<file path="src/verilog/hazard_pkg.sv">
// Register address width, register address type and forward select encodings
`default_nettype none

package hazard_pkg;

  //////////////////////////////
  // Register file addressing
  //////////////////////////////

  // Width of a register file address for the 32 entry integer file
  parameter int unsigned RF_ADDR_W = 5;

  // One register file address as seen by the decoder and the write back path
  typedef logic [RF_ADDR_W-1:0] rf_addr_t;

  //////////////////////////////
  // Forward select encodings
  //////////////////////////////

  // Source of an operand read in ID
  // The register file is the default when no younger writer matches
  // EX holds the most recent result and therefore wins over WB
  // The encoding 2'b11 is left free for a future operand source
  typedef enum logic [1:0] {
    SEL_REGFILE = 2'b00,
    SEL_FW_EX   = 2'b01,
    SEL_FW_WB   = 2'b10
  } op_fw_sel_e;

  // Source of the JALR target base register
  // Only an ALU result in WB may be forwarded to the jump path
  // A load result in WB stalls the JALR instead of being forwarded
  typedef enum logic {
    SELJ_REGFILE = 1'b0,
    SELJ_FW_WB   = 1'b1
  } jalr_fw_sel_e;

endpackage : hazard_pkg

`default_nettype wire

</file>
<file path="src/verilog/stage_wr_if.sv">
// Interface for the qualified writer information of one pipeline stage, with modports
`timescale 1ns/1ps
`default_nettype none

interface stage_wr_if import hazard_pkg::*; ();

  //////////////////////////////
  // Writer information
  //////////////////////////////

  // Register file write, already qualified with the stage valid bit
  logic     wr_en;

  // Destination register of the stage
  // This field is not qualified and must be used together with wr_en
  rf_addr_t waddr;

  // Load or store in the stage, qualified with valid
  logic     load;

  // Explicit CSR access or MRET in the stage, qualified with valid
  // Both of these write CSR state that a younger CSR read may depend on
  logic     csr_wr;

  // WFI in the stage, qualified with valid
  logic     wfi;

  //////////////////////////////
  // Modports
  //////////////////////////////

  // The stage decoder produces every field
  modport src (
    output wr_en,
    output waddr,
    output load,
    output csr_wr,
    output wfi
  );

  // Address matchers and the stall merger only read the fields
  modport dst (
    input  wr_en,
    input  waddr,
    input  load,
    input  csr_wr,
    input  wfi
  );

endinterface : stage_wr_if

`default_nettype wire

</file>
<file path="src/verilog/hazard_ctrl_top.sv">
// Hazard and forwarding controller top level with the decoder, read port matchers and stall merger
`timescale 1ns/1ps
`default_nettype none

module hazard_ctrl_top import hazard_pkg::*; #(
  parameter int unsigned NUM_READ_PORTS = 2
) (
  // Instruction in ID
  input  logic                      id_valid_i,
  input  logic [NUM_READ_PORTS-1:0] rf_re_id_i,
  input  rf_addr_t                  rf_raddr_id_i [NUM_READ_PORTS],
  input  logic                      alu_jmpr_id_i,
  input  logic                      csr_en_raw_id_i,
  input  logic                      sys_mret_id_i,
  input  logic                      sys_wfi_id_i,

  // EX pipeline register
  input  logic                      ex_valid_i,
  input  logic                      ex_rf_we_i,
  input  rf_addr_t                  ex_rf_waddr_i,
  input  logic                      ex_lsu_en_i,
  input  logic                      ex_csr_en_i,
  input  logic                      ex_sys_mret_i,
  input  logic                      ex_sys_wfi_i,

  // WB pipeline register
  input  logic                      wb_valid_i,
  input  logic                      wb_rf_we_i,
  input  rf_addr_t                  wb_rf_waddr_i,
  input  logic                      wb_lsu_en_i,
  input  logic                      wb_csr_en_i,
  input  logic                      wb_sys_mret_i,
  input  logic                      wb_ready_i,

  // Forward selects
  output op_fw_sel_e                operand_fw_sel_o [NUM_READ_PORTS],
  output jalr_fw_sel_e              jalr_fw_sel_o,

  // Stalls
  output logic                      load_stall_o,
  output logic                      jalr_stall_o,
  output logic                      csr_stall_o,
  output logic                      wfi_stall_o
);

  //////////////////////////////
  // Stage writers
  //////////////////////////////

  stage_wr_if ex_wr ();
  stage_wr_if wb_wr ();

  stage_writer_decode u_stage_writer_decode (
    .ex_valid_i    (ex_valid_i),
    .ex_rf_we_i    (ex_rf_we_i),
    .ex_rf_waddr_i (ex_rf_waddr_i),
    .ex_lsu_en_i   (ex_lsu_en_i),
    .ex_csr_en_i   (ex_csr_en_i),
    .ex_sys_mret_i (ex_sys_mret_i),
    .ex_sys_wfi_i  (ex_sys_wfi_i),
    .wb_valid_i    (wb_valid_i),
    .wb_rf_we_i    (wb_rf_we_i),
    .wb_rf_waddr_i (wb_rf_waddr_i),
    .wb_lsu_en_i   (wb_lsu_en_i),
    .wb_csr_en_i   (wb_csr_en_i),
    .wb_sys_mret_i (wb_sys_mret_i),
    .ex_wr_o       (ex_wr),
    .wb_wr_o       (wb_wr)
  );

  //////////////////////////////
  // Read ports
  //////////////////////////////

  // Per port results, gathered for the stall merger
  // Only port 0 hits feed the JALR path
  logic [NUM_READ_PORTS-1:0] ex_use;
  logic [NUM_READ_PORTS-1:0] wb_use;
  logic [NUM_READ_PORTS-1:0] ex_hit;
  logic [NUM_READ_PORTS-1:0] wb_hit;

  for (genvar gi = 0; gi < NUM_READ_PORTS; gi++) begin : gen_read_port
    read_port_match u_read_port_match (
      .rf_re_i       (rf_re_id_i[gi]),
      .rf_raddr_i    (rf_raddr_id_i[gi]),
      .ex_wr_i       (ex_wr),
      .wb_wr_i       (wb_wr),
      .ex_addr_hit_o (ex_hit[gi]),
      .wb_addr_hit_o (wb_hit[gi]),
      .ex_use_o      (ex_use[gi]),
      .wb_use_o      (wb_use[gi]),
      .fw_sel_o      (operand_fw_sel_o[gi])
    );
  end

  //////////////////////////////
  // Stall merge
  //////////////////////////////

  stall_merge #(
    .NUM_READ_PORTS (NUM_READ_PORTS)
  ) u_stall_merge (
    .ex_use_i        (ex_use),
    .wb_use_i        (wb_use),
    .jalr_ex_hit_i   (ex_hit[0]),
    .jalr_wb_hit_i   (wb_hit[0]),
    .ex_wr_i         (ex_wr),
    .wb_wr_i         (wb_wr),
    .id_valid_i      (id_valid_i),
    .alu_jmpr_id_i   (alu_jmpr_id_i),
    .csr_en_raw_id_i (csr_en_raw_id_i),
    .sys_mret_id_i   (sys_mret_id_i),
    .sys_wfi_id_i    (sys_wfi_id_i),
    .wb_ready_i      (wb_ready_i),
    .load_stall_o    (load_stall_o),
    .jalr_stall_o    (jalr_stall_o),
    .csr_stall_o     (csr_stall_o),
    .wfi_stall_o     (wfi_stall_o),
    .jalr_fw_sel_o   (jalr_fw_sel_o)
  );

endmodule : hazard_ctrl_top

`default_nettype wire

</file>
<file path="src/verilog/read_port_match.sv">
// Read port matcher with address comparison against EX and WB and operand forward select
`timescale 1ns/1ps
`default_nettype none

module read_port_match import hazard_pkg::*; (
  // Read port of the instruction in ID
  input  logic       rf_re_i,
  input  rf_addr_t   rf_raddr_i,

  // Writers in the younger stages
  stage_wr_if.dst    ex_wr_i,
  stage_wr_if.dst    wb_wr_i,

  // Raw address hits, not qualified with any write or read enable
  output logic       ex_addr_hit_o,
  output logic       wb_addr_hit_o,

  // Hits that really consume a result in flight
  output logic       ex_use_o,
  output logic       wb_use_o,

  // Operand source for this port
  output op_fw_sel_e fw_sel_o
);

  // Register x0 is hardwired to zero and is never a dependency
  logic raddr_nonzero;

  assign raddr_nonzero = |rf_raddr_i;

  //////////////////////////////
  // Address comparison
  //////////////////////////////

  // The JALR path relies on the unqualified hit of port 0
  // because a JALR always reads rs1
  assign ex_addr_hit_o = raddr_nonzero && (rf_raddr_i == ex_wr_i.waddr);
  assign wb_addr_hit_o = raddr_nonzero && (rf_raddr_i == wb_wr_i.waddr);

  // A use needs the port to read and the stage to write
  assign ex_use_o = ex_addr_hit_o && rf_re_i && ex_wr_i.wr_en;
  assign wb_use_o = wb_addr_hit_o && rf_re_i && wb_wr_i.wr_en;

  //////////////////////////////
  // Forward select
  //////////////////////////////

  always_comb begin : p_fw_sel
    // EX carries the youngest value of the register
    // so it overrides an older write still sitting in WB
    if (ex_use_o) begin
      fw_sel_o = SEL_FW_EX;
    end else if (wb_use_o) begin
      fw_sel_o = SEL_FW_WB;
    end else begin
      fw_sel_o = SEL_REGFILE;
    end
  end

  //////////////////////////////
  // Checks
  //////////////////////////////

  // A writing stage with an unknown destination would turn every address hit into X
  // and leave the operand source of this port undefined
  always_comb begin : p_waddr_chk
    a_waddr_known : assert final ((!ex_wr_i.wr_en || !$isunknown(ex_wr_i.waddr)) &&
                                  (!wb_wr_i.wr_en || !$isunknown(wb_wr_i.waddr)))
      else $error("a writing stage presents an unknown destination register");
  end

endmodule : read_port_match

`default_nettype wire

</file>
<file path="src/verilog/stage_writer_decode.sv">
// Stage writer decoder that qualifies raw EX and WB pipeline fields with their valid bits
`timescale 1ns/1ps
`default_nettype none

module stage_writer_decode import hazard_pkg::*; (
  // Raw EX pipeline register fields
  input  logic     ex_valid_i,
  input  logic     ex_rf_we_i,
  input  rf_addr_t ex_rf_waddr_i,
  input  logic     ex_lsu_en_i,
  input  logic     ex_csr_en_i,
  input  logic     ex_sys_mret_i,
  input  logic     ex_sys_wfi_i,

  // Raw WB pipeline register fields
  input  logic     wb_valid_i,
  input  logic     wb_rf_we_i,
  input  rf_addr_t wb_rf_waddr_i,
  input  logic     wb_lsu_en_i,
  input  logic     wb_csr_en_i,
  input  logic     wb_sys_mret_i,

  // Qualified writer information per stage
  stage_wr_if.src  ex_wr_o,
  stage_wr_if.src  wb_wr_o
);

  //////////////////////////////
  // EX stage
  //////////////////////////////

  // A bubble in EX must never look like a writer
  assign ex_wr_o.wr_en  = ex_rf_we_i && ex_valid_i;

  // The address is only meaningful together with wr_en
  assign ex_wr_o.waddr  = ex_rf_waddr_i;

  assign ex_wr_o.load   = ex_lsu_en_i && ex_valid_i;

  // MRET restores mstatus, so it counts as an implicit CSR write
  assign ex_wr_o.csr_wr = (ex_csr_en_i || ex_sys_mret_i) && ex_valid_i;

  assign ex_wr_o.wfi    = ex_sys_wfi_i && ex_valid_i;

  //////////////////////////////
  // WB stage
  //////////////////////////////

  assign wb_wr_o.wr_en  = wb_rf_we_i && wb_valid_i;
  assign wb_wr_o.waddr  = wb_rf_waddr_i;
  assign wb_wr_o.load   = wb_lsu_en_i && wb_valid_i;
  assign wb_wr_o.csr_wr = (wb_csr_en_i || wb_sys_mret_i) && wb_valid_i;

  // Once a WFI has left EX it no longer holds back ID
  assign wb_wr_o.wfi    = 1'b0;

  //////////////////////////////
  // Checks
  //////////////////////////////

  // WFI has no destination register, so a WFI in EX that also writes
  // the register file points at a broken decoder upstream
  always_comb begin : p_wfi_chk
    a_wfi_no_rf_wr : assert final (!(ex_wr_o.wfi && ex_wr_o.wr_en))
      else $error("WFI in EX claims a register file write");
  end

endmodule : stage_writer_decode

`default_nettype wire

</file>
<file path="src/verilog/stall_merge.sv">
// Stall merger for load, JALR, CSR and WFI stalls and the JALR forward select
`timescale 1ns/1ps
`default_nettype none

module stall_merge import hazard_pkg::*; #(
  parameter int unsigned NUM_READ_PORTS = 2
) (
  // Per port results of the read port matchers
  input  logic [NUM_READ_PORTS-1:0] ex_use_i,
  input  logic [NUM_READ_PORTS-1:0] wb_use_i,

  // Raw address hits of port 0, which carries rs1 of a JALR
  input  logic                      jalr_ex_hit_i,
  input  logic                      jalr_wb_hit_i,

  // Writers in the younger stages
  stage_wr_if.dst                   ex_wr_i,
  stage_wr_if.dst                   wb_wr_i,

  // Instruction in ID
  input  logic                      id_valid_i,
  input  logic                      alu_jmpr_id_i,
  input  logic                      csr_en_raw_id_i,
  input  logic                      sys_mret_id_i,
  input  logic                      sys_wfi_id_i,

  // WB waits on the data bus while this is low
  input  logic                      wb_ready_i,

  // Stall requests towards the ID stage
  output logic                      load_stall_o,
  output logic                      jalr_stall_o,
  output logic                      csr_stall_o,
  output logic                      wfi_stall_o,

  // Source of the JALR target base register
  output jalr_fw_sel_e              jalr_fw_sel_o
);

  //////////////////////////////
  // ID qualification
  //////////////////////////////

  logic jmpr_id;
  logic csr_rd_id;
  logic csr_wr_ex_wb;
  logic jalr_wb_fw;

  assign jmpr_id = alu_jmpr_id_i && id_valid_i;

  // WFI reads mstatus.tw and the privilege level, MRET reads mepc
  // so all three count as CSR readers in ID
  assign csr_rd_id = (csr_en_raw_id_i || sys_mret_id_i || sys_wfi_id_i) && id_valid_i;

  assign csr_wr_ex_wb = ex_wr_i.csr_wr || wb_wr_i.csr_wr;

  // WB writes a register that the JALR in ID could take as its base
  assign jalr_wb_fw = wb_wr_i.wr_en && jalr_wb_hit_i;

  //////////////////////////////
  // Stall rules
  //////////////////////////////

  // Load data is not available in EX at all
  // In WB it is only valid once the bus has answered
  assign load_stall_o = (|ex_use_i && ex_wr_i.load) ||
                        (|wb_use_i && wb_wr_i.load && !wb_ready_i);

  // The jump target is computed in ID, so no EX result can reach it in time
  // A load result in WB is kept off the jump path for timing reasons
  assign jalr_stall_o = jmpr_id &&
                        ((ex_wr_i.wr_en && jalr_ex_hit_i) ||
                         (jalr_wb_fw && wb_wr_i.load));

  // Any CSR read in ID waits until older CSR writes have retired
  assign csr_stall_o = csr_rd_id && csr_wr_ex_wb;

  // Keeps loads and stores behind a WFI out of EX
  assign wfi_stall_o = ex_wr_i.wfi;

  //////////////////////////////
  // JALR forward select
  //////////////////////////////

  always_comb begin : p_jalr_fw
    // Don't care when there is no JALR in ID or when it stalls anyway
    if (jalr_wb_fw) begin
      jalr_fw_sel_o = SELJ_FW_WB;
    end else begin
      jalr_fw_sel_o = SELJ_REGFILE;
    end

    // Port 0 carries rs1 of the JALR, so an operand forward from WB on port 0
    // must show up in the JALR select as well
    a_jalr_wb_port0 : assert final (!wb_use_i[0] || (jalr_fw_sel_o == SELJ_FW_WB))
      else $error("port 0 forwards from WB while the JALR select stays at the register file");
  end

endmodule : stall_merge

`default_nettype wire
</file>
<file path="config.mk">
export PLATFORM = sky130hd
export DESIGN_NAME = hazard_ctrl_top
export DESIGN_NICKNAME = d
export VERILOG_FILES = /design/src/verilog/hazard_pkg.sv /design/src/verilog/stage_wr_if.sv /design/src/verilog/hazard_ctrl_top.sv /design/src/verilog/read_port_match.sv /design/src/verilog/stage_writer_decode.sv /design/src/verilog/stall_merge.sv
export SDC_FILE = /design/constraint.sdc
export NUM_CORES = 1
export LEC_CHECK = 0
export BUFFER_PORTS_ARGS = -buffer_cell sky130_fd_sc_hd__clkbuf_2
export CAP_MARGIN = 10
export CORE_AREA = 8 8 45 47
export DETAILED_ROUTE_END_ITERATION = 10
export DIE_AREA = 0 0 53 55
export MAX_ROUTING_LAYER = met4
export PLACE_DENSITY_LB_ADDON = 0.05
export SYNTH_ARGS = -nofsm -noshare
export SYNTH_HDL_FRONTEND = slang
export SYNTH_SLANG_ARGS = --single-unit
</file>
<file path="constraint.sdc">
create_clock -name vclk -period 3
set_input_delay 0.9 -clock vclk [all_inputs]
set_output_delay 0.9 -clock vclk [all_outputs]
set_load 0.02 [all_outputs]
</file>
* Yosys cells after proc, flatten, opt, wreduce, memory -nomap -nowiden
Cells that the tools add are included.
** Word-level totals
- Register bits :: 0
- Word-level logic and storage cells :: 50
** Operators by class
- Equal/unequal tests :: 4
- Mux-type cells :: 5
- Reduce and logical (&&, ||, !) cells :: 41
** Operators with widths (count)
- logical AND 1 bit :: 29
- equality test 5 bit :: 4
- OR reduction 5 bit :: 2
- 2-to-1 mux 2 bit :: 4
- logical OR 1 bit :: 7
- OR reduction 2 bit :: 2
- zero test 1 bit :: 1
- 2-to-1 mux 1 bit :: 1

* Longest topological paths before layout
- Depth in word-level cells :: 8
- Gate-level depth with buffers :: 5
- Gate-level depth less buffers :: 5

* Cells and area by module
From an unflattened synthesis, not the netlist that was laid out.
** Unflattened totals
- Cells, all modules :: 73
- Area total of the unflattened synthesis :: 551.8 µm²
** By module, submodules not included
- read_port_match :: instances 2, cells each 21, area an instance 177.7 µm²
- stage_writer_decode :: instances 1, cells each 19, area an instance 132.6 µm²
- stall_merge :: instances 1, cells each 12, area an instance 63.8 µm²

* Worst setup path after synthesis
OpenSTA, ideal clock, no wires.
- Path type :: input to output
- Start point :: input port rf_raddr_id_i[7] (netlist name)
- End point :: output port operand_fw_sel_o[3] (netlist name)
- Data arrival time :: 2169 ps
- Required time :: 2100 ps
- Setup slack :: -69 ps
- Stages :: 4
- Cells stage by stage :: or4_4 nor2_1 nor3_1 nor3_1
** RTL lines
- start: declaration :: RTL line hazard_ctrl_top.sv:11 : input rf_addr_t rf_raddr_id_i [NUM_READ_PORTS],
- end: declaration :: RTL line hazard_ctrl_top.sv:36 : output op_fw_sel_e operand_fw_sel_o [NUM_READ_PORTS],

* Worst setup path after layout
- Start point :: input port rf_raddr_id_i[5] (netlist name)
- End point :: output port load_stall_o
** On the way
- Cells in the longest elaborated chain, start to end :: 8
- Elaborated cells between the ends (all ways) :: 15
- Those cells by class :: eq/ne: 2; reduce/logical: 13
** RTL lines
- equality test 5 bit or OR reduction 5 bit (tied branches) :: RTL line read_port_match.sv:38, read_port_match.sv:29
- logical AND 1 bit :: RTL line read_port_match.sv:38 : assign wb_addr_hit_o = raddr_nonzero && (rf_raddr_i == wb_wr_i.waddr);
- logical AND 1 bit (2 in series) :: RTL line read_port_match.sv:42 : assign wb_use_o = wb_addr_hit_o && rf_re_i && wb_wr_i.wr_en;
- OR reduction 2 bit :: RTL line stall_merge.sv:67 : (|wb_use_i && wb_wr_i.load && !wb_ready_i);
- logical AND 1 bit (2 in series) :: RTL line stall_merge.sv:67
- logical OR 1 bit (*) :: RTL line stall_merge.sv:66 : assign load_stall_o = (|ex_use_i && ex_wr_i.load) ||
- end: declaration :: RTL line hazard_ctrl_top.sv:40 : output logic load_stall_o,
Every way passes the cells marked *; elsewhere a longest branch is shown, timed or not.

==> metrics.txt <==
status=finished, violations left; failing checks=negative setup slack; largest cells by area after synthesis=xnor2_1, xor2_1, nor3_1; Starting Density=28.39%; global route overflow=0; Slew Viols, Final=0; ratio of cells with drive above 1 in the final layout=74.36%; Power per Cell Area=around 120 nW/um^2; ANT nets after route=0; Distinct cells, synth=20; Cells after Synth=53; First-pass DRT Iterations=1; mean routed wirelength per cell=roughly 15 um; filler instances=121; io pins=48; Arr. time, crit path=roughly 2.3 ns; Remaining DRCs=0; core area=about 1400 sq um; drt initial violations=0; Die Span Y=55 um; cell taking the most area after synthesis=xnor2_1; CP endpoint kind=primary output; Switch Pwr=around 0.000050 W; Logic pwr share=100.0%; clock share of power=0%; Vias/cell=roughly 4.8; number of inserted diodes=0; crit path to=load_stall_o; count of final setup violators=2; Tot GR Track Use=~13%; synthesized area=about 390 sq um; crit path launch type=input pin; final period utilization=105.5%; Seq pwr share=0%; setup TNS=-0.2440 ns; Int Power=0.00006332 W; DR vias=642; # rows=14; Max Cap Viol=0; Achievable Freq=around 0.32 GHz; Rel. slew slack=approximately 82%; Seq/Total Area, Yosys=0%; final net count=158; RD Place Congestion=between 0.7 and 0.8; Setup Slack @ Placement=-0.2481 ns; antenna violations before repair=0; global-route wire length before repair=2856 um; routed wire length=around 1900 um; Crit Path Class=in -> out; Synth Net Count=92; Crit Path Max Fanout=3; hold_buf cts=0; Die ar.=2915 sq um; sw frac=a little over two fifths; Final WS setup=-0.1643 ns; IO buf count=between 40 and 50; LEAKAGE=0.4614 nW; YS warnings=0; Peak VDD IR=between 0.00006 and 0.00007 V; Req. time, crit path=2.10 ns; vias in the first global route=approximately 720; minimum clock period=roughly 3.2 ns; final hold viol count=0; Area Growth Syn to Fin=143.9%; worst setup path start=rf_raddr_id_i[5]; pin count of the biggest net entering global routing=6; HP Class=in -> out; Synth top area share=35.67%; RSZ-0062 raised after global routing=true; Synth top cells by count=xnor2_1, nor3_1, xor2_1; Clock buffer cells=0; area of the multi-input gates=495.5 sq um; Worst-Margin Slew=between 0.2 and 0.3 ns; Die Wd=approximately 53 um; Synth Area per Inst=7.413 sq um; HPWL Detailed=between 1500 and 2000 um; cell with the most instances after synthesis=xnor2_1; register area=0 sq um; seq_cells=0
cells in the final DEF (no fill, tap or decap):
cell | Yosys | routed
clkbuf_2 | 0 | 37
buf_4 | 2 | 20
xnor2_1 | 16 | 11
xnor2_2 | 0 | 5
nor3_2 | 0 | 4
xor2_1 | 4 | 4
buf_6 | 0 | 4
or4_4 | 2 | 3
nand4_1 | 3 | 3
o21ai_4 | 0 | 2
nand3_1 | 3 | 2
nand2_1 | 2 | 2
o21ai_0 | 2 | 2
buf_8 | 0 | 2
clkbuf_8 | 0 | 2
nor2_4 | 0 | 1
nor3_4 | 0 | 1
nor4_2 | 0 | 1
nand3_2 | 0 | 1
nor2_1 | 3 | 1
and2_1 | 1 | 1
o21a_1 | 1 | 1
o211ai_2 | 1 | 1
o31ai_4 | 0 | 1
nor2_2 | 0 | 1
o211a_1 | 1 | 1
o31ai_1 | 1 | 1
a21oi_1 | 1 | 1
buf_2 | 0 | 1
how the worst min path moves through the flow:
stage / from / end / slack [ns] / cells after the start
floorplan: wb_ready_i / load_stall_o / 1.88 / 1
global placement: alu_jmpr_id_i / jalr_stall_o / 2.12 / 3
detailed placement: wb_ready_i / load_stall_o / 2.13 / 3
CTS: wb_ready_i / load_stall_o / 2.12 / 3
global route: wb_ready_i / load_stall_o / 2.13 / 3
finish: wb_ready_i / load_stall_o / 2.12 / 3
critical path, cell delays in order:
cell	delay, ns
buf_8	0.10
or4_4	0.57
o21ai_4	0.16
nor3_2	0.07
o211ai_2	0.20
o31ai_4	0.10
clkbuf_8	0.16
through the flow:
step	total power (W)	cells	instance area [sq um]	utilization [%]	hold WS, ns
2_1_floorplan	0.00003538	53	406.6	-	1.882
5_1_grt	0.0001217	133	958.4	69.26	2.129
3_3_place_gp	0.00009185	133	787.0	56.87	2.119
4_1_cts	0.00009995	134	870.8	62.93	2.122
6_report	0.0001129	133	958.4	69.26	2.118
3_5_place_dp	0.00009340	133	787.0	56.87	2.127
layer usage:
layer | vias to the layer above | global-route usage [%] | wire length (um)
met3 | 2 | 1.070 | 139
li1 | 323 | - | -
met1 | 288 | 11.92 | 659
met5 | - | - | 0
met2 | 29 | 26.56 | 1127
met4 | 0 | 2.155 | 14
repair_timing:
item / 4_1_cts / 5_1_grt
endpoints found under the setup margin: 5 / 7
pin swaps: 10 / 12
setup buffers: 1 / 0
gates resized for setup: 15 / 26
cells by family (layout without fill, tap and decap cells):
kind of cell | count (synthesis) | count (layout) | share of synthesized area [%]
and+or+nand+nor | 21 | 21 | 30.57
xor gates and xnor gates | 20 | 20 | 44.58
AOI/OAI and AO/OA | 10 | 10 | 21.02
buffers and inverters | 2 | 66 | 3.821
final cells by class:
class / count / area share, %
Multi-Input combinational cell: 51 / 51.70
Tap cell: 16 / 2.089
Timing Repair Buffer: 66 / 46.21
power by group through the flow:
stage / Clock [W] / Combinational, W / Sequential [W]
4_1_cts: 0 / 0.0000999 / 0
3_3_place_gp: 0 / 0.0000919 / 0
2_1_floorplan: 0 / 0.0000354 / 0
5_1_grt: 0 / 0.000122 / 0
6_report: 0 / 0.000113 / 0
3_5_place_dp: 0 / 0.0000934 / 0
Note: power is estimated with default switching activity, not from simulation.
